**src/hw/tilemapPkg.sv**
```systemverilog
`default_nettype none

package tilemapPkg;

	//////////////////////////////
	// plain vector types
	//////////////////////////////

	// raster position, horizontal or vertical
	typedef logic [8:0] pixelCount_t;

	// tile RAM address
	// {layer, row[4:0], column[5:0], byte select}
	typedef logic [12:0] tileRamAddr_t;

	// one tile RAM byte
	typedef logic [7:0] tileByte_t;

	// tile ROM address
	// {attr[1:0], index[7:0], tile row[2:0], nibble}
	typedef logic [13:0] romAddr_t;

	//////////////////////////////
	// bundles
	//////////////////////////////

	// one CPU access, held stable while req is high
	typedef struct packed {
		logic         write;
		// scroll registers instead of RAM
		logic         isScroll;
		// RAM address, or scroll select in bits 2:0
		tileRamAddr_t addr;
		tileByte_t    wdata;
	} cpuReq_t;

	// scroll and priority of one layer
	typedef struct packed {
		logic [8:0] hOffset;
		logic [7:0] vOffset;
		logic [2:0] pri;
	} layerScroll_t;

	// one completed tile fetch
	typedef struct packed {
		logic     layer;
		romAddr_t addr;
	} romFetch_t;

endpackage

`default_nettype wire

```
**src/hw/scrollRegs.sv**
```systemverilog
`timescale 1ns/10ps
`default_nettype none

module scrollRegs #(
	parameter int AUTOSCROLL_A = 0,
	parameter int AUTOSCROLL_B = 0
) (
	input  wire                        CLK_6M,
	input  wire                        rst,
	input  wire                        frameStart,
	input  wire                        scrollWe,
	input  wire [2:0]                  scrollSel,
	input  wire tilemapPkg::tileByte_t scrollWdata,
	output tilemapPkg::tileByte_t      pendingRdata,
	output tilemapPkg::layerScroll_t   activeScrollA,
	output tilemapPkg::layerScroll_t   activeScrollB
);
	import tilemapPkg::*;

	// per-frame horizontal drift modulo 512
	localparam pixelCount_t STEP_A = pixelCount_t'(AUTOSCROLL_A);
	localparam pixelCount_t STEP_B = pixelCount_t'(AUTOSCROLL_B);

	// index 0 is layer A and 1 is layer B
	layerScroll_t pending [2];
	layerScroll_t active [2];
	pixelCount_t  autoAcc [2];
	layerScroll_t selLayer;

	always_ff @(posedge CLK_6M) begin
		if (rst) begin
			for (int i = 0; i < 2; i++) begin
				pending[i] <= '0;
				active[i] <= '0;
				autoAcc[i] <= '0;
			end
		end else begin
			// byte lanes with sel bit 2 picking the layer
			if (scrollWe) begin
				case (scrollSel[1:0])
					2'd0: pending[scrollSel[2]].hOffset[7:0] <= scrollWdata;
					2'd1: begin
						pending[scrollSel[2]].hOffset[8] <= scrollWdata[0];
						pending[scrollSel[2]].pri <= scrollWdata[3:1];
					end
					2'd2: pending[scrollSel[2]].vOffset <= scrollWdata;
					default: ;
				endcase
			end
			// frame start commit sees pending from before this edge
			if (frameStart) begin
				for (int i = 0; i < 2; i++) begin
					active[i] <= '{
						hOffset: pending[i].hOffset + autoAcc[i],
						vOffset: pending[i].vOffset,
						pri: pending[i].pri
					};
					autoAcc[i] <= autoAcc[i] + ((i == 0) ? STEP_A : STEP_B);
				end
			end
		end
	end

	// pending readback uses the write lane layout
	assign selLayer = pending[scrollSel[2]];

	always_comb begin
		case (scrollSel[1:0])
			2'd0: pendingRdata = selLayer.hOffset[7:0];
			2'd1: pendingRdata = {4'b0000, selLayer.pri, selLayer.hOffset[8]};
			2'd2: pendingRdata = selLayer.vOffset;
			default: pendingRdata = '0;
		endcase
	end

	assign activeScrollA = active[0];
	assign activeScrollB = active[1];

endmodule

`default_nettype wire

```
**config.mk**
```make
export PLATFORM = sky130hd
export DESIGN_NAME = scrollRegs
export DESIGN_NICKNAME = d
export VERILOG_FILES = /design/src/hw/tilemapPkg.sv /design/src/hw/scrollRegs.sv
export SDC_FILE = /design/constraint.sdc
export NUM_CORES = 1
export LEC_CHECK = 0
export ABC_AREA = 1
export BUFFER_PORTS_ARGS = -buffer_cell sky130_fd_sc_hd__buf_2
export CORE_MARGIN = 3
export CORE_UTILIZATION = 40
export CTS_CLUSTER_SIZE = 8
export DETAILED_ROUTE_END_ITERATION = 12
export PLACE_DENSITY_LB_ADDON = 0.08
export SLEW_MARGIN = 20
export SYNTH_ARGS = -nofsm -noshare
export SYNTH_HDL_FRONTEND = slang
export SYNTH_SLANG_ARGS = --single-unit
```
**constraint.sdc**
```tcl
create_clock -name CLK_6M -period 3.3 [get_ports CLK_6M]
set_input_delay 0.33 -clock CLK_6M [delete_from_list [all_inputs] [get_ports CLK_6M]]
set_output_delay 0.33 -clock CLK_6M [all_outputs]
set_load 0.05 [all_outputs]
```
==> impl_metrics.ini <==
[logic_synthesis]
syn-cell-area_um2 = 3339
synth_top_area_cell = edfxtp_1
syn-num-nets = 318
synthAdderAreaFrac_pct = 0
ys_seq_area_share_pct = 71.94
synth_cell_types = 11
synthCells = 303
synth_warnings = 0
ys_seq_elements = 80
synth.mux.area_fraction_pct = 0
avgSynthCellArea_um2 = 11.02
synth_top_family_by_area = simple AND/OR/NAND/NOR gates
synth_xor_xnor_area_share_pct = 0
netlist_top_cells_area = edfxtp_1 72%, nor2_1 9.0%, inv_1 6.0%, nand2_1 5.7%, nand3_1 2.1%
synth_compound_gate_area_share_pct = 1.798
synthSimpleGateAreaFrac_pct = 19.11
yosysTopAreaCellShare_pct = 71.94

[finish]
finalNonFillerCells = 475
design_area_um2 = 3921
nets = 384
diodes = 0
drive_gt1_share_pct = 22.25
syn_to_final_growth_pct = 17.42

[place]
dp_hpwl_um = 4885
io_buffers = 62
dp_cells = 460
place.gp.congestion = 0.8340
dpl_cell_area_um2 = 3745
dp_slack_ps = 1151

[grt]
grt_pass1_vias = 2262
antenna_found_initial = 0
grt_pass1_wl_um = 11460
grt_overflow = 0
track_usage_pct = 15.67
grt_start_max_net_pins = 41

[worst_hold_path]
worstHoldPathType = input pin to register

[run_status]
status = complete, no violations

[worst_setup_path]
critPathSlowestCell = buf_2
cp_cell_sequence = buf_2 > inv_1 > nand2_1 > nand3_1 > nand3_1 > buf_2
critPathMaxStageDelay_ps = 460
cp-start-kind = input pin
crit_type = input pin to primary output
worst_setup_path_end_kind = primary output
crit_family = buffers and inverters
cp.arrival_ps = 1830
crit_fanout = 32
required_ps = 2970
crit_buf_inv = 3

[routing]
antenna_left = 0
drc_errors = 0
dr_total_vias = 2264
first_pass_iters = 4
wire_per_inst_um = 15.03
vias_per_cell = 4.766
routed_wl_um = 7138
initialDrtViolationCount = 160

[floorplanning]
die_y_um = 97.37
ios = 63
rows = 32
die_area_um2 = 9481
initial_core_util_pct = 42.12
core_area_um2 = 7928
chipWidth_um = 97.37

[power]
p_total_mw = 2.192
powerDensity_nw_per_um2 = 559.0
vdd_drop_max_v = 0.0002047
power_frac_comb_pct = 14.6
seqPwrFrac_pct = 54.9
clkPwrFrac_pct = 30.6
p_sw_share_pct = 27.82
p_int_mw = 1.582
p_leak_nw = 1.840
p_switching_mw = 0.6097

[cts]
cts.sinks = 80
worstSkewPairLatency_ps = 340
cts_resized = 0
cts_root_buffer = clkbuf_8
cts_buffers = 9
ctsHoldBuffers = 0
cts_max_level = 3
clk_path_buf_depth = 2
cts.clk_slew.worst_paths_ps = 80
cts_setup_buffers = 0
cts_tree = done

[sta]
rsz0062_at_grt = false
worstMarginPinSlew_ps = 930.2
setup_tns_ps = 0
max_freq_mhz = 462.8
fin_ws_ps = 1139
final-setup-viol-count = 0
final_hold_viol_count = 0
max_slew_margin_pct = 37.99
fin_crit_ps = 2161
fin_skew_ps = 6.316
finalCritPeriodShare_pct = 65.48
slew_viol_final = 0

[job]
max-cap-violations = 0
[layer usage]
layer | routed length (um) | global-route usage, % | vias to the layer above
met3 | 399 | 3.446 | 9
met4 | 91 | 6.603 | 0
met1 | 3252 | 21.05 | 1090
li1 | - | - | 1103
met2 | 3394 | 24.62 | 62
met5 | 0 | 0 | -
[cell usage in the layout, fill, tap and decap left out, drive strengths merged]
cell      instances
clkbuf           10
or2               1
inv              53
clkinvlp          1
nand3            18
clkinv            3
edfxtp           80
nand2            51
nor2             84
bufinv            1
o211ai            8
buf              63
[cell type report]
class                           count  area (um2)
Clock buffer                       10       127.6
Clock inverter                      5       48.80
Fill cell                         785        4006
Inverter                           53       198.9
Multi-Input combinational cell    162       698.2
Sequential cell                    80        2402
Tap cell                          102       127.6
Timing Repair Buffer               63       317.8
[logic make-up after synthesis]
kind of cell           Yosys count
AO/OA/AOI/OAI                    8
buffers and inverters           61
flip-flops                      80
AND/OR/NAND/NOR                154
[registers in the layout, indices dropped and copies added, names as in the netlist]
signal,cells
active,40
pending,40
[worst min-delay path, stage by stage]
cell    delay, ps
buf_2          80
inv_1          80
nor2_1        110
[Yosys cell counts (all sizes together)]
cell	n
nor2	84
edfxtp	80
inv	53
nand2	51
nand3	18
buf	8
o211ai	8
or2	1
[power by group through the flow]
stage	combinational, mW	sequential [mW]	clock, mW
finish	0.319	1.20	0.671
detailed placement	0.322	1.23	0
global placement	0.321	1.23	0
floorplan	0.125	1.34	0
CTS	0.323	1.20	0.688
global route	0.342	1.21	0.731
[metrics by stage]
stage / hold WS [ps] / utilization [%]
floorplan: 531.2 / -
global placement: 555.4 / 47.24
detailed placement: 559.5 / 47.24
CTS: 358.7 / 49.46
global route: 377.9 / 49.46
finish: 372.1 / 49.46
[final timing paths]
kind | startpoint | to | cells past startpoint | slack [ps]
worst min-delay path | scrollWdata[6] | pending[0][9] | 3 | 370
worst min register to register | pending[1][13] | active[0][33] | 2 | 570
worst max register to register | pending[0][5] | active[0][5] | 2 | 2490
worst max-delay path | scrollSel[2] | pendingRdata[3] | 6 | 1140
(Power assumes the default switching activity.)
