$ cat src/hw/tilemapPkg.sv
`default_nettype none

package tilemapPkg;

	//////////////////////////////
	// plain vector types
	//////////////////////////////

	// raster position, horizontal or vertical
	typedef logic [8:0] pixelCount_t;

	// tile RAM address
	// {layer, row[4:0], column[5:0], byte select}
	typedef logic [12:0] tileRamAddr_t;

	// one tile RAM byte
	typedef logic [7:0] tileByte_t;

	// tile ROM address
	// {attr[1:0], index[7:0], tile row[2:0], nibble}
	typedef logic [13:0] romAddr_t;

	//////////////////////////////
	// bundles
	//////////////////////////////

	// one CPU access, held stable while req is high
	typedef struct packed {
		logic         write;
		// scroll registers instead of RAM
		logic         isScroll;
		// RAM address, or scroll select in bits 2:0
		tileRamAddr_t addr;
		tileByte_t    wdata;
	} cpuReq_t;

	// scroll and priority of one layer
	typedef struct packed {
		logic [8:0] hOffset;
		logic [7:0] vOffset;
		logic [2:0] pri;
	} layerScroll_t;

	// one completed tile fetch
	typedef struct packed {
		logic     layer;
		romAddr_t addr;
	} romFetch_t;

endpackage

`default_nettype wire

$ cat src/hw/cpuPort.sv
`timescale 1ns/10ps
`default_nettype none

module cpuPort (
	input  wire                        CLK_6M,
	input  wire                        rst,
	input  wire                        cpuReqValid,
	input  wire tilemapPkg::cpuReq_t   cpuReq,
	input  wire tilemapPkg::tileByte_t ramCpuRdata,
	input  wire tilemapPkg::tileByte_t pendingRdata,
	output logic                       cpuAck,
	output tilemapPkg::tileByte_t      cpuRdata,
	output tilemapPkg::tileRamAddr_t   ramCpuAddr,
	output logic                       ramCpuWe,
	output tilemapPkg::tileByte_t      ramCpuWdata,
	output logic                       scrollWe,
	output logic [2:0]                 scrollSel,
	output tilemapPkg::tileByte_t      scrollWdata
);
	typedef enum logic [1:0] {idle, access, waitData, ackHigh} portState_t;

	portState_t state;
	logic       ramRead;

	// RAM reads need the extra cycle for registered data
	assign ramRead = !cpuReq.write && !cpuReq.isScroll;

	always_ff @(posedge CLK_6M) begin
		if (rst) begin
			state <= idle;
			cpuAck <= 1'b0;
		end else begin
			case (state)
				idle: begin
					if (cpuReqValid)
						state <= access;
				end
				access: begin
					if (ramRead) begin
						state <= waitData;
					end else begin
						state <= ackHigh;
						cpuAck <= 1'b1;
					end
				end
				waitData: begin
					state <= ackHigh;
					cpuAck <= 1'b1;
				end
				ackHigh: begin
					// master dropped req, release ack
					if (!cpuReqValid) begin
						state <= idle;
						cpuAck <= 1'b0;
					end
				end
				default: state <= idle;
			endcase
		end
	end

	// read data, held through ack high
	always_ff @(posedge CLK_6M) begin
		if (state == access && cpuReq.isScroll)
			cpuRdata <= pendingRdata;
		else if (state == waitData)
			cpuRdata <= ramCpuRdata;
	end

	// request fields are stable while req is up
	assign ramCpuAddr = cpuReq.addr;
	assign ramCpuWdata = cpuReq.wdata;
	assign scrollSel = cpuReq.addr[2:0];
	assign scrollWdata = cpuReq.wdata;
	// strobes only in the access cycle
	assign ramCpuWe = (state == access) && cpuReq.write && !cpuReq.isScroll;
	assign scrollWe = (state == access) && cpuReq.write && cpuReq.isScroll;

	assert property (@(posedge CLK_6M) disable iff (rst) $rose(cpuAck) |-> cpuReqValid)
		else $error("cpuAck rose without a request");
	assert property (@(posedge CLK_6M) disable iff (rst) ramCpuWe |=> !ramCpuWe)
		else $error("ramCpuWe held for more than one cycle");

endmodule

`default_nettype wire

$ cat config.mk
export PLATFORM = sky130hd
export DESIGN_NAME = cpuPort
export DESIGN_NICKNAME = d
export VERILOG_FILES = /design/src/hw/tilemapPkg.sv /design/src/hw/cpuPort.sv
export SDC_FILE = /design/constraint.sdc
export NUM_CORES = 1
export LEC_CHECK = 0
export BUFFER_PORTS_ARGS = -buffer_cell sky130_fd_sc_hd__buf_4
export CAP_MARGIN = 20
export CORE_MARGIN = 2
export CORE_UTILIZATION = 31
export CTS_CLUSTER_SIZE = 12
export DETAILED_ROUTE_END_ITERATION = 8
export HOLD_SLACK_MARGIN = 0.06
export PLACE_DENSITY = 0.83
export SLEW_MARGIN = 15
export SYNTH_ARGS = -nofsm -noshare
export SYNTH_HDL_FRONTEND = slang
export SYNTH_SLANG_ARGS = --single-unit
$ cat constraint.sdc
create_clock -name CLK_6M -period 1.7 [get_ports CLK_6M]
set_clock_uncertainty 0.2 [all_clocks]
set_input_delay 0.34 -clock CLK_6M [delete_from_list [all_inputs] [get_ports CLK_6M]]
set_output_delay 0.34 -clock CLK_6M [all_outputs]
set_load 0.03 [all_outputs]
==> impl_results.md <==
* # diodes at 0
* Final period util at 97.9%
* R2R depth at 6
* GRT Overall Usage at 9.23%
* Final cell count without fillers at 111
* Crit Path Max Fanout at 4
* Worst hold slack at 188 ps
* TritonCTS Buffers at 3
* Crit path required time at 1640 ps
* I/O Buffers at 31
* Share of cells above drive strength 1 at 64.2%
* Worst Setup Start Kind: register
* Tightest Pin Transition at 345 ps
* Initial DRC Count at 6
* Max-Cap Viols at 0
* Final nets at 130
* WS Path Type: register to register
* Final wirelength at 1.37 mm
* Static leakage at 0.413 nW
* Die ar. at 3080 µm²
* Leading area contributor after synthesis: buf_4
* Fillers at 247
* Starting Density at 32.9%
* Sequential cell area fraction in the yosys report at 36.5%
* Commonest non-fill, non-tap cell in the layout: buf_4
* Die W at 55.5 µm
* Power density cells at 1530 nW/µm²
* Wire per inst at 12.3 µm
* CTS Buffer Depth at 2
* Syn nets at 123
* Top cell type's share of synthesized area at 29.2%
* Clock Pin Slew Worst Setup and Hold Paths at 70 ps
* Site Rows at 18
* GPL Wtd Cong at 0.764
* RSZ-0062 raised after global routing: true
* Deepest level of the CTS H-tree at 1
* I/O pin count at 85
* Skew-Pair Late Insertion Delay at 250 ps
* Tmin final at 1660 ps
* Final hold vios at 0
* Synth area leaders: buf_4 (29%), edfxtp_1 (29%), mux2_2 (11%)
* Worst Path Arrival at 1610 ps
* VDD IR-drop max at 0.652 mV
* Fin worst setup slack at 35.2 ps
* DRT Pass-1 Iters at 3
* Max Fclk at 601 MHz
* Sequential standard cell area at 303 µm²
* Warning count from the yosys run at 0
* Number of global-route vias before repair at 524
* Via Count at 491
* Slew HR at 77.0%
* # setup viols final at 0
* Number of synthesized register bits at 11
* ANT nets after route at 0
* Synth Cell Area at 823 µm²
* CTS tree: yes
* GRT overflow at 0
* Status: completed
* Pre-CTS setup slack at 23.7 ps
* Placed insts at 105
* DRC errors left at 0
* Drt via density at 4.42
* Final slew viol count at 0
* Multi-input logic area at 292 µm²
* First-pass GRT wire length at 2.28 mm
* Core area at 2500 µm²
* Post-synthesis cell type count at 20
* Syn_area_per_cell at 11.0 µm²
* HP Class: input pin to register
* Post-Synthesis Cells at 75
* Pin count of the biggest net entering global routing at 10
* Clk root buf: clkbuf_4
* Flop2flop setup slack at 40 ps
* Worst hold stages at 3
* Initial antenna violation count at 0
* Most frequent cells in the layout: buf_4 (32), mux2_2 (8), edfxtp_1 (8)
* CTS sink cnt at 11
* Area Overhead vs Synth at 12.9%
* Die height at 55.5 µm
* Critical path endpoint category: register
final cells by class:
cell class	count	area share [%]
inverters	2	1.08
clock buffers	4	2.83
well taps	30	4.04
multi-input cells	30	31.4
flip-flops and latches	11	32.6
repair buffers	34	28.1
per-layer routing:
metal / share of wire, % / global-route usage, % / vias up / wire, µm
li1: - / - / 237 / -
met1: 36 / 8.41 / 216 / 491
met2: 49 / 16.5 / 32 / 670
met3: 14 / 5.85 / 6 / 190
met4: 0.88 / 3.14 / 0 / 12
met5: 0 / 0 / - / 0
cells by family after synthesis:
logic type                 Yosys count  share of synthesized area [%]
and+or+nand+nor                      9                           6.69
adders and majority gates            6                           9.12
muxes                               10                           13.4
buffers and inverters               34                           30.1
DFF                                 11                           36.5
AOI/OAI and AO/OA                    5                           4.25
state kept, by name, summed over array words and instances (netlist names):
register and count:
cpuRdata 8, state 2, cpuAck 1
critical path, cell delays in order, from the launching register on:
cell      delay (ps)
dfxtp_2          340
buf_4            130
buf_4            140
ha_1             200
mux2i_2          240
and4b_1          250
a211oi_2          50
through the flow:
| step | power (mW) | cell area [µm²] | setup TNS (ps) | util, % |
|---|---|---|---|---|
| 6_report | 1.43 | 930 | 0 | 37.2 |
| 5_1_grt | 1.53 | 930 | -42.4 | 37.2 |
| 4_1_cts | 1.40 | 911 | 0 | 36.4 |
| 3_5_place_dp | 1.21 | 861 | 0 | 34.4 |
| 3_3_place_gp | 1.17 | 861 | 0 | 34.4 |
| 2_1_floorplan | 1.09 | 823 | 0 | - |
Yosys cell counts:
| library cell | n |
|---|---|
| a211oi_2 | 1 |
| a21oi_1 | 1 |
| and3_2 | 1 |
| and4b_1 | 1 |
| ha_1 | 6 |
| inv_1 | 2 |
| nor2_1 | 2 |
| nand2b_1 | 1 |
| edfxtp_1 | 8 |
| nand2_2 | 1 |
| o21ai_0 | 1 |
| o21ai_1 | 1 |
| nand2_1 | 1 |
| nor3b_1 | 1 |
| dfxtp_1 | 3 |
| buf_4 | 32 |
| o31ai_1 | 1 |
| mux2_2 | 8 |
| or3_1 | 1 |
| mux2i_1 | 2 |
power breakdown:
part / total (mW) / switching [mW] / internal (mW) / leakage, nW
logic: 0.771 / 0.433 / 0.338 / 0.298
registers: 0.489 / 0.0566 / 0.432 / 0.100
clock network: 0.166 / 0.0759 / 0.0903 / 0.0150
total: 1.43 / 0.566 / 0.860 / 0.413
repair_timing:
| item | CTS | global route |
|---|---|---|
| gates cloned | 0 | 0 |
| setup endpoints to repair | 2 | 3 |
| hold buffers | 1 | 0 |
| gates resized for setup | 4 | 4 |
| setup buffers | 1 | 0 |
| endpoints found under the hold margin | 3 | 0 |
path summary, 6_finish.rpt:
check              startpoint        to
setup / recovery     state[1]  state[0]
hold / removal    cpuReqValid    cpuAck
setup reg to reg     state[1]  state[0]
hold reg to reg        cpuAck    cpuAck
Power figures use the tool's default switching activity.
