<file path="src/hw/tilemapPkg.sv">
`default_nettype none

package tilemapPkg;

	//////////////////////////////
	// plain vector types
	//////////////////////////////

	// raster position, horizontal or vertical
	typedef logic [8:0] pixelCount_t;

	// tile RAM address
	// {layer, row[4:0], column[5:0], byte select}
	typedef logic [12:0] tileRamAddr_t;

	// one tile RAM byte
	typedef logic [7:0] tileByte_t;

	// tile ROM address
	// {attr[1:0], index[7:0], tile row[2:0], nibble}
	typedef logic [13:0] romAddr_t;

	//////////////////////////////
	// bundles
	//////////////////////////////

	// one CPU access, held stable while req is high
	typedef struct packed {
		logic         write;
		// scroll registers instead of RAM
		logic         isScroll;
		// RAM address, or scroll select in bits 2:0
		tileRamAddr_t addr;
		tileByte_t    wdata;
	} cpuReq_t;

	// scroll and priority of one layer
	typedef struct packed {
		logic [8:0] hOffset;
		logic [7:0] vOffset;
		logic [2:0] pri;
	} layerScroll_t;

	// one completed tile fetch
	typedef struct packed {
		logic     layer;
		romAddr_t addr;
	} romFetch_t;

endpackage

`default_nettype wire

</file>
<file path="src/hw/videoTiming.sv">
`timescale 1ns/10ps
`default_nettype none

module videoTiming #(
	parameter int H_TOTAL = 384,
	parameter int V_TOTAL = 264
) (
	input  wire                     CLK_6M,
	input  wire                     rst,
	output tilemapPkg::pixelCount_t hCount,
	output tilemapPkg::pixelCount_t vCount,
	output logic                    frameStart,
	output logic                    hsync,
	output logic                    vsync
);
	import tilemapPkg::*;

	// last count of each axis
	localparam pixelCount_t H_LAST = pixelCount_t'(H_TOTAL - 1);
	localparam pixelCount_t V_LAST = pixelCount_t'(V_TOTAL - 1);
	// sync pulse widths, in counts from the origin
	localparam pixelCount_t HSYNC_END = pixelCount_t'(32);
	localparam pixelCount_t VSYNC_END = pixelCount_t'(8);

	logic lineEnd;

	assign lineEnd = (hCount == H_LAST);

	// raster counters, v steps on the last pixel of a line
	always_ff @(posedge CLK_6M) begin
		if (rst) begin
			hCount <= '0;
			vCount <= '0;
		end else if (lineEnd) begin
			hCount <= '0;
			if (vCount == V_LAST)
				vCount <= '0;
			else
				vCount <= vCount + 1'b1;
		end else begin
			hCount <= hCount + 1'b1;
		end
	end

	// decodes, held low during reset
	assign frameStart = ~rst & (hCount == '0) & (vCount == '0);
	assign hsync = ~rst & (hCount < HSYNC_END);
	assign vsync = ~rst & (vCount < VSYNC_END);

	// h stays in range and only counts up by one or wraps to 0
	property hCountSteps;
		@(posedge CLK_6M) disable iff (rst)
			(hCount < H_TOTAL) && ((hCount == '0) || (hCount == $past(hCount) + 1'b1));
	endproperty
	assert property (hCountSteps)
		else $error("hCount left the raster");

endmodule

`default_nettype wire

</file>
<file path="config.mk">
export PLATFORM = sky130hd
export DESIGN_NAME = videoTiming
export DESIGN_NICKNAME = d
export VERILOG_FILES = /design/src/hw/tilemapPkg.sv /design/src/hw/videoTiming.sv
export SDC_FILE = /design/constraint.sdc
export NUM_CORES = 1
export LEC_CHECK = 0
export ABC_CLOCK_PERIOD_IN_PS = 2800
export BUFFER_PORTS_ARGS = -buffer_cell sky130_fd_sc_hd__buf_2
export CAP_MARGIN = 5
export CORE_MARGIN = 2
export CORE_UTILIZATION = 55
export CTS_CLUSTER_DIAMETER = 150
export DETAILED_ROUTE_END_ITERATION = 6
export PLACE_DENSITY = 0.82
export SETUP_SLACK_MARGIN = 0.2
export SLEW_MARGIN = 0
export SYNTH_ARGS = -nofsm -noshare
export SYNTH_HDL_FRONTEND = slang
export SYNTH_SLANG_ARGS = --single-unit
</file>
<file path="constraint.sdc">
create_clock -name CLK_6M -period 2.8 [get_ports CLK_6M]
set_input_delay 0.56 -clock CLK_6M [delete_from_list [all_inputs] [get_ports CLK_6M]]
set_output_delay 0.56 -clock CLK_6M [all_outputs]
set_load 0.02 [all_outputs]
</file>
==> impl_metrics.env <==
export IMPL_die_area_sq_um=2050
export IMPL_drive_gt1_share_pct=26.6
export IMPL_critical_path_class="register to output pin"
export IMPL_drv_slew=0
export IMPL_cts_path_max_buffers=2
export IMPL_clk_latency_ps=300
export IMPL_vias=839
export IMPL_core_area_sq_um=1560
export IMPL_synth_largest_area_cell="dfxtp_1"
export IMPL_place_area_sq_um=1040
export IMPL_setup_worst_path_end_class="output pin"
export IMPL_clockRootBuffer="clkbuf_4"
export IMPL_synth_compound_area_share_pct=12.1
export IMPL_clock_sinks=18
export IMPL_endpoint="frameStart"
export IMPL_final_area_sq_um=1060
export IMPL_cts_setup_buffers=0
export IMPL_clock_skew_ps=6.84
export IMPL_port_buffers=22
export IMPL_post_drt_wl_per_cell_microns=13.5
export IMPL_start_kind="register"
export IMPL_timing_fmax_ghz=0.453
export IMPL_antenna_found_initial=0
export IMPL_wl_mm=1.94
export IMPL_p_sw_share_pct=24.5
export IMPL_crit_required_ps=2240
export IMPL_pin_count=23
export IMPL_crit_start="hCount[5]"
export IMPL_hpwlAfterDp_mm=1.37
export IMPL_grt_use_total_pct=19.6
export IMPL_yosys_warnings=0
export IMPL_r2r_setup_slack_ps=970
export IMPL_overflow=0
export IMPL_synthAdderAreaFrac_pct=5.33
export IMPL_grt_setup_unrepaired="false"
export IMPL_pwr_share_seq_pct=61.7
export IMPL_syn_area_sq_um=938
export IMPL_cts_resized=0
export IMPL_p_comb_share_pct=8.0
export IMPL_synth_net_count=113
export IMPL_yosys_area_share_xor_xnor_pct=6.53
export IMPL_antenna_left=0
export IMPL_drtIter0Drc=34
export IMPL_cts_tree="built"
export IMPL_fin_setup_tns_ps=0
export IMPL_internal_power_uw=322
export IMPL_r2r_end="vCount[7]"
export IMPL_antenna_cells=0
export IMPL_synth_avg_cell_area_sq_um=8.77
export IMPL_yosys_register_bits=18
export IMPL_p_per_area_nw_per_um2=402
export IMPL_nets=136
export IMPL_cp_slowest_cell="or4_1"
export IMPL_area_growth_pct=13.3
export IMPL_synthSimpleGateAreaFrac_pct=29.9
export IMPL_period_share_pct=78.9
export IMPL_hold_class="register to register"
export IMPL_numCtsBuffers=3
export IMPL_die_h_microns=45.3
export IMPL_hold_buffers=0
export IMPL_grt_max_degree=24
export IMPL_arrival_ps=1650
export IMPL_cp_max_fo=5
export IMPL_synth_area_leaders="dfxtp_1 38%, ha_1 5.3%, a21oi_1 4.3%"
export IMPL_drc_errors=0
export IMPL_vias_per_cell=5.83
export IMPL_p_sw_uw=105
export IMPL_die_w_microns=45.3
export IMPL_synth_top_family_by_area="simple AND/OR/NAND/NOR gates"
export IMPL_grt_pass1_wl_mm=2.86
export IMPL_yosysUniqueCellTypes=35
export IMPL_setup_violations_final=0
export IMPL_p_leak_uw=0.000438
export IMPL_path_cells="or4_1 -> nor4_1 -> buf_2"
export IMPL_drt_first_pass_iters=4
export IMPL_run_status="finished, final reports clean"
export IMPL_row_count=14
export IMPL_period_needed_ps=2210
export IMPL_synth_seq_area_share_pct=38.4
export IMPL_synthMuxAreaShare_pct=0
export IMPL_synth_top_cell_area_share_pct=38.4
export IMPL_maxCapViolCount=0
export IMPL_syn_inst=107
export IMPL_r2r_start="hCount[0]"
export IMPL_ir_drop_v=0.000249
export IMPL_h_tree_depth=1
export IMPL_max_stage_delay_ps=530
export IMPL_start_util_pct=60.2
export IMPL_grt_pass1_vias=671
export IMPL_slew_headroom_pct=80.0
export IMPL_place_gp_congestion=0.851
export IMPL_final_hold_viol_count=0
export IMPL_cts_reportedPaths_clkPinSlew_ps=90
export IMPL_p_clk_share_pct=30.3
export IMPL_r2r_cells=5
export IMPL_worstMarginPinSlew_ps=300
registers in the layout, indices dropped and copies added, names as in the netlist:
register and flops:
vCount 9, hCount 9
power by group through the flow:
stage / sequential (uW) / combinational, uW / clock (uW)
5_1_grt: 264 / 36.9 / 140
4_1_cts: 264 / 34.4 / 132
6_report: 263 / 34.2 / 129
2_1_floorplan: 273 / 18.0 / 0
3_3_place_gp: 269 / 33.3 / 0
3_5_place_dp: 269 / 34.4 / 0
critical path, delay by kind of cell, from the launching register on:
family / cells / cell delay [ps]
buf+inv: 1 / 210
simple gates: 2 / 790
flops: 1 / 360
through the flow:
step	utilization [%]	hold WS, ps	worst slack, ps	power, uW	std cells
after floorplan	-	575	533	291	107
after global placement	66.8	491	711	302	141
after detailed placement	66.8	495	699	304	141
after CTS	68.2	510	597	430	144
after global routing	68.2	538	496	441	144
final	68.2	515	591	427	144
metal layers:
| layer | wire, microns | GRT usage (%) |
|---|---|---|
| met1 | 945 | 26.3 |
| met2 | 861 | 28.9 |
| met3 | 99 | 4.80 |
| met4 | 36 | 10.6 |
| met5 | 0 | 0 |
logic make-up (layout without fill, tap and decap cells):
group,after synthesis,count (layout)
buf+inv,15,36
fa+ha+maj,4,4
flops,18,18
compound gates,17,17
xor+xnor,7,7
simple gates,46,46
final cells by class:
type,count,area [sq um]
clock buffers,3,22.5
multi-input cells,74,505
repair buffers,23,118
well taps,16,20.0
inverters,10,37.5
fillers,151,495
flip-flops and latches,18,360
synthesized netlist by cell type:
cell,instances
dfxtp_1,18
a21oi_1,8
inv_1,8
nand2_1,6
nor2_1,6
nor3_1,5
or3_1,5
and3_1,4
ha_1,4
nand3_1,4
nand4_1,4
o32ai_1,4
xnor2_1,4
xor2_1,3
and3_2,2
buf_6,2
or4_1,2
a21o_2,1
a311oi_1,1
and2b_4,1
buf_1,1
buf_2,1
clkbuf_1,1
clkinv_1,1
inv_2,1
nand3_2,1
nand3_4,1
nand3b_1,1
nor3b_1,1
nor4_1,1
nor4b_1,1
o21ai_0,1
o31a_1,1
o31ai_1,1
or3_4,1
worst min path at each step:
stage	to	start	depth (start not counted)
3_5_place_dp	hCount[0]	hCount[0]	1
6_report	hCount[0]	hCount[0]	1
3_3_place_gp	hCount[0]	hCount[0]	1
5_1_grt	vCount[8]	vCount[8]	1
4_1_cts	hCount[0]	hCount[0]	1
2_1_floorplan	vCount[0]	vCount[0]	2
cell usage in the layout, fill, tap and decap left out, types with 5 or more instances in the layout:
master and n:
a21oi_1 8, dfxtp_1 18, nand2_1 6, or3_1 5, nor2_1 6, inv_1 8, buf_2 22, nor3_1 5
Power figures use the tool's default switching activity.
