[src/hw/tilemapPkg.sv]
`default_nettype none

package tilemapPkg;

	//////////////////////////////
	// plain vector types
	//////////////////////////////

	// raster position, horizontal or vertical
	typedef logic [8:0] pixelCount_t;

	// tile RAM address
	// {layer, row[4:0], column[5:0], byte select}
	typedef logic [12:0] tileRamAddr_t;

	// one tile RAM byte
	typedef logic [7:0] tileByte_t;

	// tile ROM address
	// {attr[1:0], index[7:0], tile row[2:0], nibble}
	typedef logic [13:0] romAddr_t;

	//////////////////////////////
	// bundles
	//////////////////////////////

	// one CPU access, held stable while req is high
	typedef struct packed {
		logic         write;
		// scroll registers instead of RAM
		logic         isScroll;
		// RAM address, or scroll select in bits 2:0
		tileRamAddr_t addr;
		tileByte_t    wdata;
	} cpuReq_t;

	// scroll and priority of one layer
	typedef struct packed {
		logic [8:0] hOffset;
		logic [7:0] vOffset;
		logic [2:0] pri;
	} layerScroll_t;

	// one completed tile fetch
	typedef struct packed {
		logic     layer;
		romAddr_t addr;
	} romFetch_t;

endpackage

`default_nettype wire

[src/hw/tilemapAddrGen.sv]
`timescale 1ns/10ps
`default_nettype none

module tilemapAddrGen (
	input  wire                           CLK_6M,
	input  wire                           rst,
	input  wire tilemapPkg::pixelCount_t  hCount,
	input  wire tilemapPkg::pixelCount_t  vCount,
	input  wire tilemapPkg::layerScroll_t activeScrollA,
	input  wire tilemapPkg::layerScroll_t activeScrollB,
	input  wire tilemapPkg::tileByte_t    ramVidRdata,
	output tilemapPkg::tileRamAddr_t      ramVidAddr,
	output tilemapPkg::romFetch_t         romFetch,
	output logic                          romValid
);
	import tilemapPkg::*;

	// what a RAM read was issued for, travels one cycle with it
	typedef struct packed {
		logic       layer;
		logic       byteSel;
		logic [2:0] tileRow;
		logic       nibble;
	} fetchTag_t;

	logic         layer;
	logic         byteSel;
	pixelCount_t  slotBase;
	layerScroll_t scroll;
	pixelCount_t  sh;
	logic [7:0]   sv;
	fetchTag_t    tagQ;
	tileByte_t    indexQ;

	//////////////////////////////
	// slot decode and scroll add
	//////////////////////////////

	// slot order A0 A1 B0 B1
	assign layer = hCount[1];
	assign byteSel = hCount[0];
	// both bytes of a layer share one column
	assign slotBase = {hCount[8:2], 2'b00};
	assign scroll = layer ? activeScrollB : activeScrollA;

	// wraps at 512 and 256
	assign sh = scroll.hOffset + slotBase;
	assign sv = scroll.vOffset + vCount[7:0];

	// map row from sv, map column from sh
	assign ramVidAddr = {layer, sv[7:3], sh[8:3], byteSel};

	//////////////////////////////
	// capture pipeline
	//////////////////////////////

	// stage 1, tag lines up with ramVidRdata
	always_ff @(posedge CLK_6M) begin
		if (rst)
			tagQ <= '0;
		else
			tagQ <= '{layer: layer, byteSel: byteSel, tileRow: sv[2:0], nibble: sh[2]};
	end

	// byte 0 is the tile index
	always_ff @(posedge CLK_6M) begin
		if (!tagQ.byteSel)
			indexQ <= ramVidRdata;
	end

	// stage 2, byte 1 completes the fetch
	always_ff @(posedge CLK_6M) begin
		if (rst)
			romValid <= 1'b0;
		else
			romValid <= tagQ.byteSel;
	end

	// attr low bits, index, row in tile, half of the row
	always_ff @(posedge CLK_6M) begin
		if (tagQ.byteSel) begin
			romFetch.layer <= tagQ.layer;
			romFetch.addr <= {ramVidRdata[1:0], indexQ, tagQ.tileRow, tagQ.nibble};
		end
	end

	// every second cycle a fetch, layers take turns
	property layersAlternate;
		@(posedge CLK_6M) disable iff (rst)
			$past(romValid, 2) |-> romValid && (romFetch.layer != $past(romFetch.layer, 2));
	endproperty
	assert property (layersAlternate)
		else $error("romValid pulses out of layer order");

endmodule

`default_nettype wire

[config.mk]
export PLATFORM = sky130hd
export DESIGN_NAME = tilemapAddrGen
export DESIGN_NICKNAME = d
export VERILOG_FILES = /design/src/hw/tilemapPkg.sv /design/src/hw/tilemapAddrGen.sv
export SDC_FILE = /design/constraint.sdc
export NUM_CORES = 1
export LEC_CHECK = 0
export ABC_AREA = 0
export BUFFER_PORTS_ARGS = -buffer_cell sky130_fd_sc_hd__buf_2
export CORE_MARGIN = 10
export CORE_UTILIZATION = 40
export CTS_CLUSTER_DIAMETER = 60
export CTS_CLUSTER_SIZE = 28
export DETAILED_ROUTE_END_ITERATION = 12
export PLACE_DENSITY = 0.74
export SYNTH_ARGS = -nofsm -noshare
export SYNTH_HDL_FRONTEND = slang
export SYNTH_SLANG_ARGS = --single-unit
[constraint.sdc]
create_clock -name CLK_6M -period 7.3 [get_ports CLK_6M]
set_input_delay 1.095 -clock CLK_6M [delete_from_list [all_inputs] [get_ports CLK_6M]]
set_output_delay 1.095 -clock CLK_6M [all_outputs]
set_load 0.05 [all_outputs]
==> results.md <==
- Fill cells in the final layout number roughly 390.
- Each instance of the synthesized netlist takes up on average around 12 um^2.
- Summing all multi-input logic gate instances after layout gives between 700 and 800 um^2.
- The share of total power dissipated in the clock network is between 20% and 30%.
- The internal power is around 320 uW.
- The number of distinct library cells after synthesis is 30.
- For this configuration, the core starts out at a cell density of 41.8%.
- The routed design has 3.86 mm of wire.
- For the final database, setup skew stands at roughly 0.0035 ns.
- The routability congestion estimate from global placement is around 0.7.
- Summed over all instances, the cell type with the most area after synthesis is sky130_fd_sc_hd__edfxtp_1.
- In this run, the combinational gates consume a little over a third of the power.
- The routed layout has about 1300 vias.
- By area the synthesized netlist is led by sky130_fd_sc_hd__edfxtp_1, sky130_fd_sc_hd__ha_1, sky130_fd_sc_hd__dfxtp_1, sky130_fd_sc_hd__mux2_2, sky130_fd_sc_hd__buf_4.
- The largest net degree at the start of global routing is 18.
- The pre-antenna-repair detailed-routing pass consisted of 4 iterations.
- The die is around 85 um tall.
- The number of setup buffers added after CTS is 0.
- The via count of the first global-routing pass is approximately 1400.
- In this run, synthesis inferred 23 flip-flops with an integrated enable.
- The CTS tree is done.
- Counting every instance in the synthesized netlist gives between 100 and 150.
- The top cell type's share of synthesized area is between 40% and 50%.
- Counting I/O delays and the setup requirement, the final critical path takes about 4.5 ns.
- The number of buffers created by CTS is 5.
- The relative slew slack is 56.6%.
- The sequential cell area fraction in the yosys report is about 49%.
- The DRC violation count after routing is 0.
- The worst voltage drop across the vdd grid is about 0.084 mV.
- In the final routed layout, each cell accounts on average for around 14 um.
- The sequential share of power is about 40%.
- Row generation in the floorplan step produced 23 rows.
- The transition time at the pin with the least slew margin is 0.651 ns.
- The final number of max-transition violations is 0.
- Relative to the synthesized area, the layout overhead comes to 27.4%.
- The area taken by flip-flops and latches is about 830 um^2.
- The total power density per cell area is 231 mW/mm^2.
- The most instantiated flip-flop cell in the synthesis netlist is sky130_fd_sc_hd__edfxtp_1.
- The share of flip-flops with an asynchronous set or reset after synthesis is 0%.
- The final net count is 298.
- The number of resized instances in the post-cts repair step is 0.
- The final core area utilization is 53.2%.
- The die footprint is around 0.007 mm^2.
- Clock-pin slew was measured on the worst setup and hold paths at ~0.060 ns.
- The switching component of the power is around 180 uW.
- The final setup violation count is 0.
- Once detailed placement completed, the half-perimeter wirelength came to 3.34 mm.
- Pin placement for this block handled 97 I/O pins.
- The mapped netlist covers ~0.0017 mm^2.
- At the worst endpoint, the arrival time is ~3.4 ns.
- In the final layout, the share of cells above drive strength 1 is between 40% and 50%.
- The number of buffers on the longest clock path is 2.
- The floorplan step defined a core boundary enclosing just over 0.004 mm^2.
- In the post-route analysis, the smallest setup slack over all paths is roughly 2.8 ns.
- Adding up every negative setup slack in the final design gives 0 ns.
- The number of diodes is 0.
- For this run, the number of Yosys warnings is 0.
- The most common cell in the synthesized netlist is sky130_fd_sc_hd__edfxtp_1.
- The total number of clock tree sinks is 30.
- The switching power as a share of total power is ~36%.
- The path class of the lowest-slack min-delay path is flip-flop to flip-flop.
- Based on the critical path, the design can be clocked at up to ~220 MHz.
- The clock tree root driver cell is sky130_fd_sc_hd__clkbuf_8.
- The required time reported for the critical path endpoint is 6.20 ns.
- Input and output buffers added on the ports amount to 85.
- In the finished design, the share of the clock period the worst path needs comes to approximately three fifths.
- The kind of critical path is primary input to primary output.
- The via count normalized by instance count is 4.73.
- The remaining antenna violation count after routing is 0.
- The total of hold buffers inserted after clock tree synthesis is 0.
- The number of hold violations in the final report was 0.
- The overall fraction of global-route tracks in use is a little over a tenth.
- The endpoint class of the critical path is a primary output.
- Summed over all cells, the static leakage comes to 0.000993 uW.
- At the placement stage, the worst setup path has a slack of roughly 2.8 ns.
- Of all nets on the critical path, the largest fanout is 17.
- The tool flagged a number of max-cap violations equal to 0.
- After synthesis the netlist holds a flip-flop and latch count of 30.
- The number of DRC violations after detailed-routing iteration 0 is 20.
- The H-tree was split into 2 levels.
- The clock reaches the later pin of the worst-skew pair after 0.28 ns.
- The kind of start point of the critical path is a primary input.
- The first global-routing pass estimated about 6.5 mm of wire.
- The flow ran to the end, and the final reports show no timing, DRC or antenna violations.
- The number of antenna violations at the first check in global routing is 0.
- The number of nets handed over by synthesis was between 200 and 250.
- Counting instances in the post-synthesis netlist gives the leading cell types as sky130_fd_sc_hd__edfxtp_1, sky130_fd_sc_hd__buf_4, sky130_fd_sc_hd__ha_1.
- After global routing the overflow that remains totals 0.
- The floorplan die width is about 85 um.
- In this run the register-to-register setup slack is ~5.9 ns.
- Setup repair after global routing left no endpoint under its margin.
## registers in the layout, indices dropped and copies added (netlist names)
name      count
indexQ        8
romFetch     15
romValid      1
tagQ          6
## metal layers
metal / GRT usage [%] / vias to the layer above / part of all wire (%)
met5: 0 / - / 0
met4: 3.14 / 0 / 1.1
met3: 5.83 / 4 / 11
met2: 17.3 / 75 / 45
met1: 12.5 / 545 / 43
li1: - / 633 / -
## kinds of logic (layout without fill, tap and decap cells)
| kind of cell | Yosys count | after routing | share of synthesized area (%) |
|---|---|---|---|
| flops | 30 | 30 | 49.4 |
| simple gates | 25 | 25 | 8.55 |
| buf+inv | 25 | 103 | 8.62 |
| compound gates | 19 | 19 | 6.99 |
| fa+ha+maj | 15 | 15 | 12.0 |
| mux | 15 | 15 | 9.74 |
| xor+xnor | 9 | 9 | 4.68 |
## final timing paths
check                           startpoint              to  cells after the start
worst max-delay path             hCount[1]  ramVidAddr[10]                     10
worst min-delay path               tagQ[5]    romFetch[14]                      0
worst max register to register     tagQ[4]       indexQ[5]                      1
worst min register to register     tagQ[5]    romFetch[14]                      0
## through the flow
step           area (um^2)  power, uW  instances  hold slack (ns)
6_report              2140        496        266            0.402
5_1_grt               2140        529        266            0.426
4_1_cts               2140        504        266            0.403
3_5_place_dp          2060        381        258            0.389
3_3_place_gp          2060        378        258            0.387
2_1_floorplan         1680        356        138            0.386
## cell usage in the layout, fill, tap and decap left out
cell type and n:
sky130_fd_sc_hd__a21o_1 1, sky130_fd_sc_hd__a21oi_1 8, sky130_fd_sc_hd__a31oi_1 1, sky130_fd_sc_hd__and2b_2 1, sky130_fd_sc_hd__and3b_1 1, sky130_fd_sc_hd__buf_2 85, sky130_fd_sc_hd__clkbuf_1 1, sky130_fd_sc_hd__clkbuf_8 5
sky130_fd_sc_hd__clkinv_1 1, sky130_fd_sc_hd__clkinv_2 1, sky130_fd_sc_hd__dfxtp_1 7, sky130_fd_sc_hd__edfxtp_1 23, sky130_fd_sc_hd__fa_1 2, sky130_fd_sc_hd__ha_1 13, sky130_fd_sc_hd__inv_1 10, sky130_fd_sc_hd__mux2_2 11
sky130_fd_sc_hd__mux2i_1 4, sky130_fd_sc_hd__nand2_1 3, sky130_fd_sc_hd__nand3_1 3, sky130_fd_sc_hd__nand4_1 1, sky130_fd_sc_hd__nor2_1 5, sky130_fd_sc_hd__nor2b_1 6, sky130_fd_sc_hd__nor2b_4 1, sky130_fd_sc_hd__nor3_1 2
sky130_fd_sc_hd__o211ai_1 2, sky130_fd_sc_hd__o21a_1 2, sky130_fd_sc_hd__o21ai_0 2, sky130_fd_sc_hd__o22ai_1 1, sky130_fd_sc_hd__o31a_1 2, sky130_fd_sc_hd__or2_2 1, sky130_fd_sc_hd__or4_1 1, sky130_fd_sc_hd__xnor2_1 8
sky130_fd_sc_hd__xor2_1 1
## power by group through the flow
stage / combinational, uW / clock [uW] / sequential, uW
after detailed placement: 177 / 0 / 204
final: 176 / 120 / 200
after global routing: 190 / 137 / 202
after global placement: 174 / 0 / 203
after CTS: 178 / 126 / 201
after floorplan: 136 / 0 / 220
## layout make-up
class	count	area share (%)
Inverter	10	1.75
Sequential cell	30	38.7
Clock buffer	6	3.38
Tap cell	50	2.92
Clock inverter	2	0.408
Multi-Input combinational cell	83	33.0
Timing Repair Buffer	85	19.8
## worst max-delay path, stage by stage
cell	delay, ns
sky130_fd_sc_hd__buf_2	0.32
sky130_fd_sc_hd__mux2_2	0.39
sky130_fd_sc_hd__ha_1	0.19
sky130_fd_sc_hd__inv_1	0.07
sky130_fd_sc_hd__fa_1	0.23
sky130_fd_sc_hd__nor2b_4	0.06
sky130_fd_sc_hd__o31a_1	0.26
sky130_fd_sc_hd__or4_1	0.40
sky130_fd_sc_hd__nand3_1	0.10
sky130_fd_sc_hd__buf_2	0.27
No activity file was read; power rests on OpenSTA's default activity.
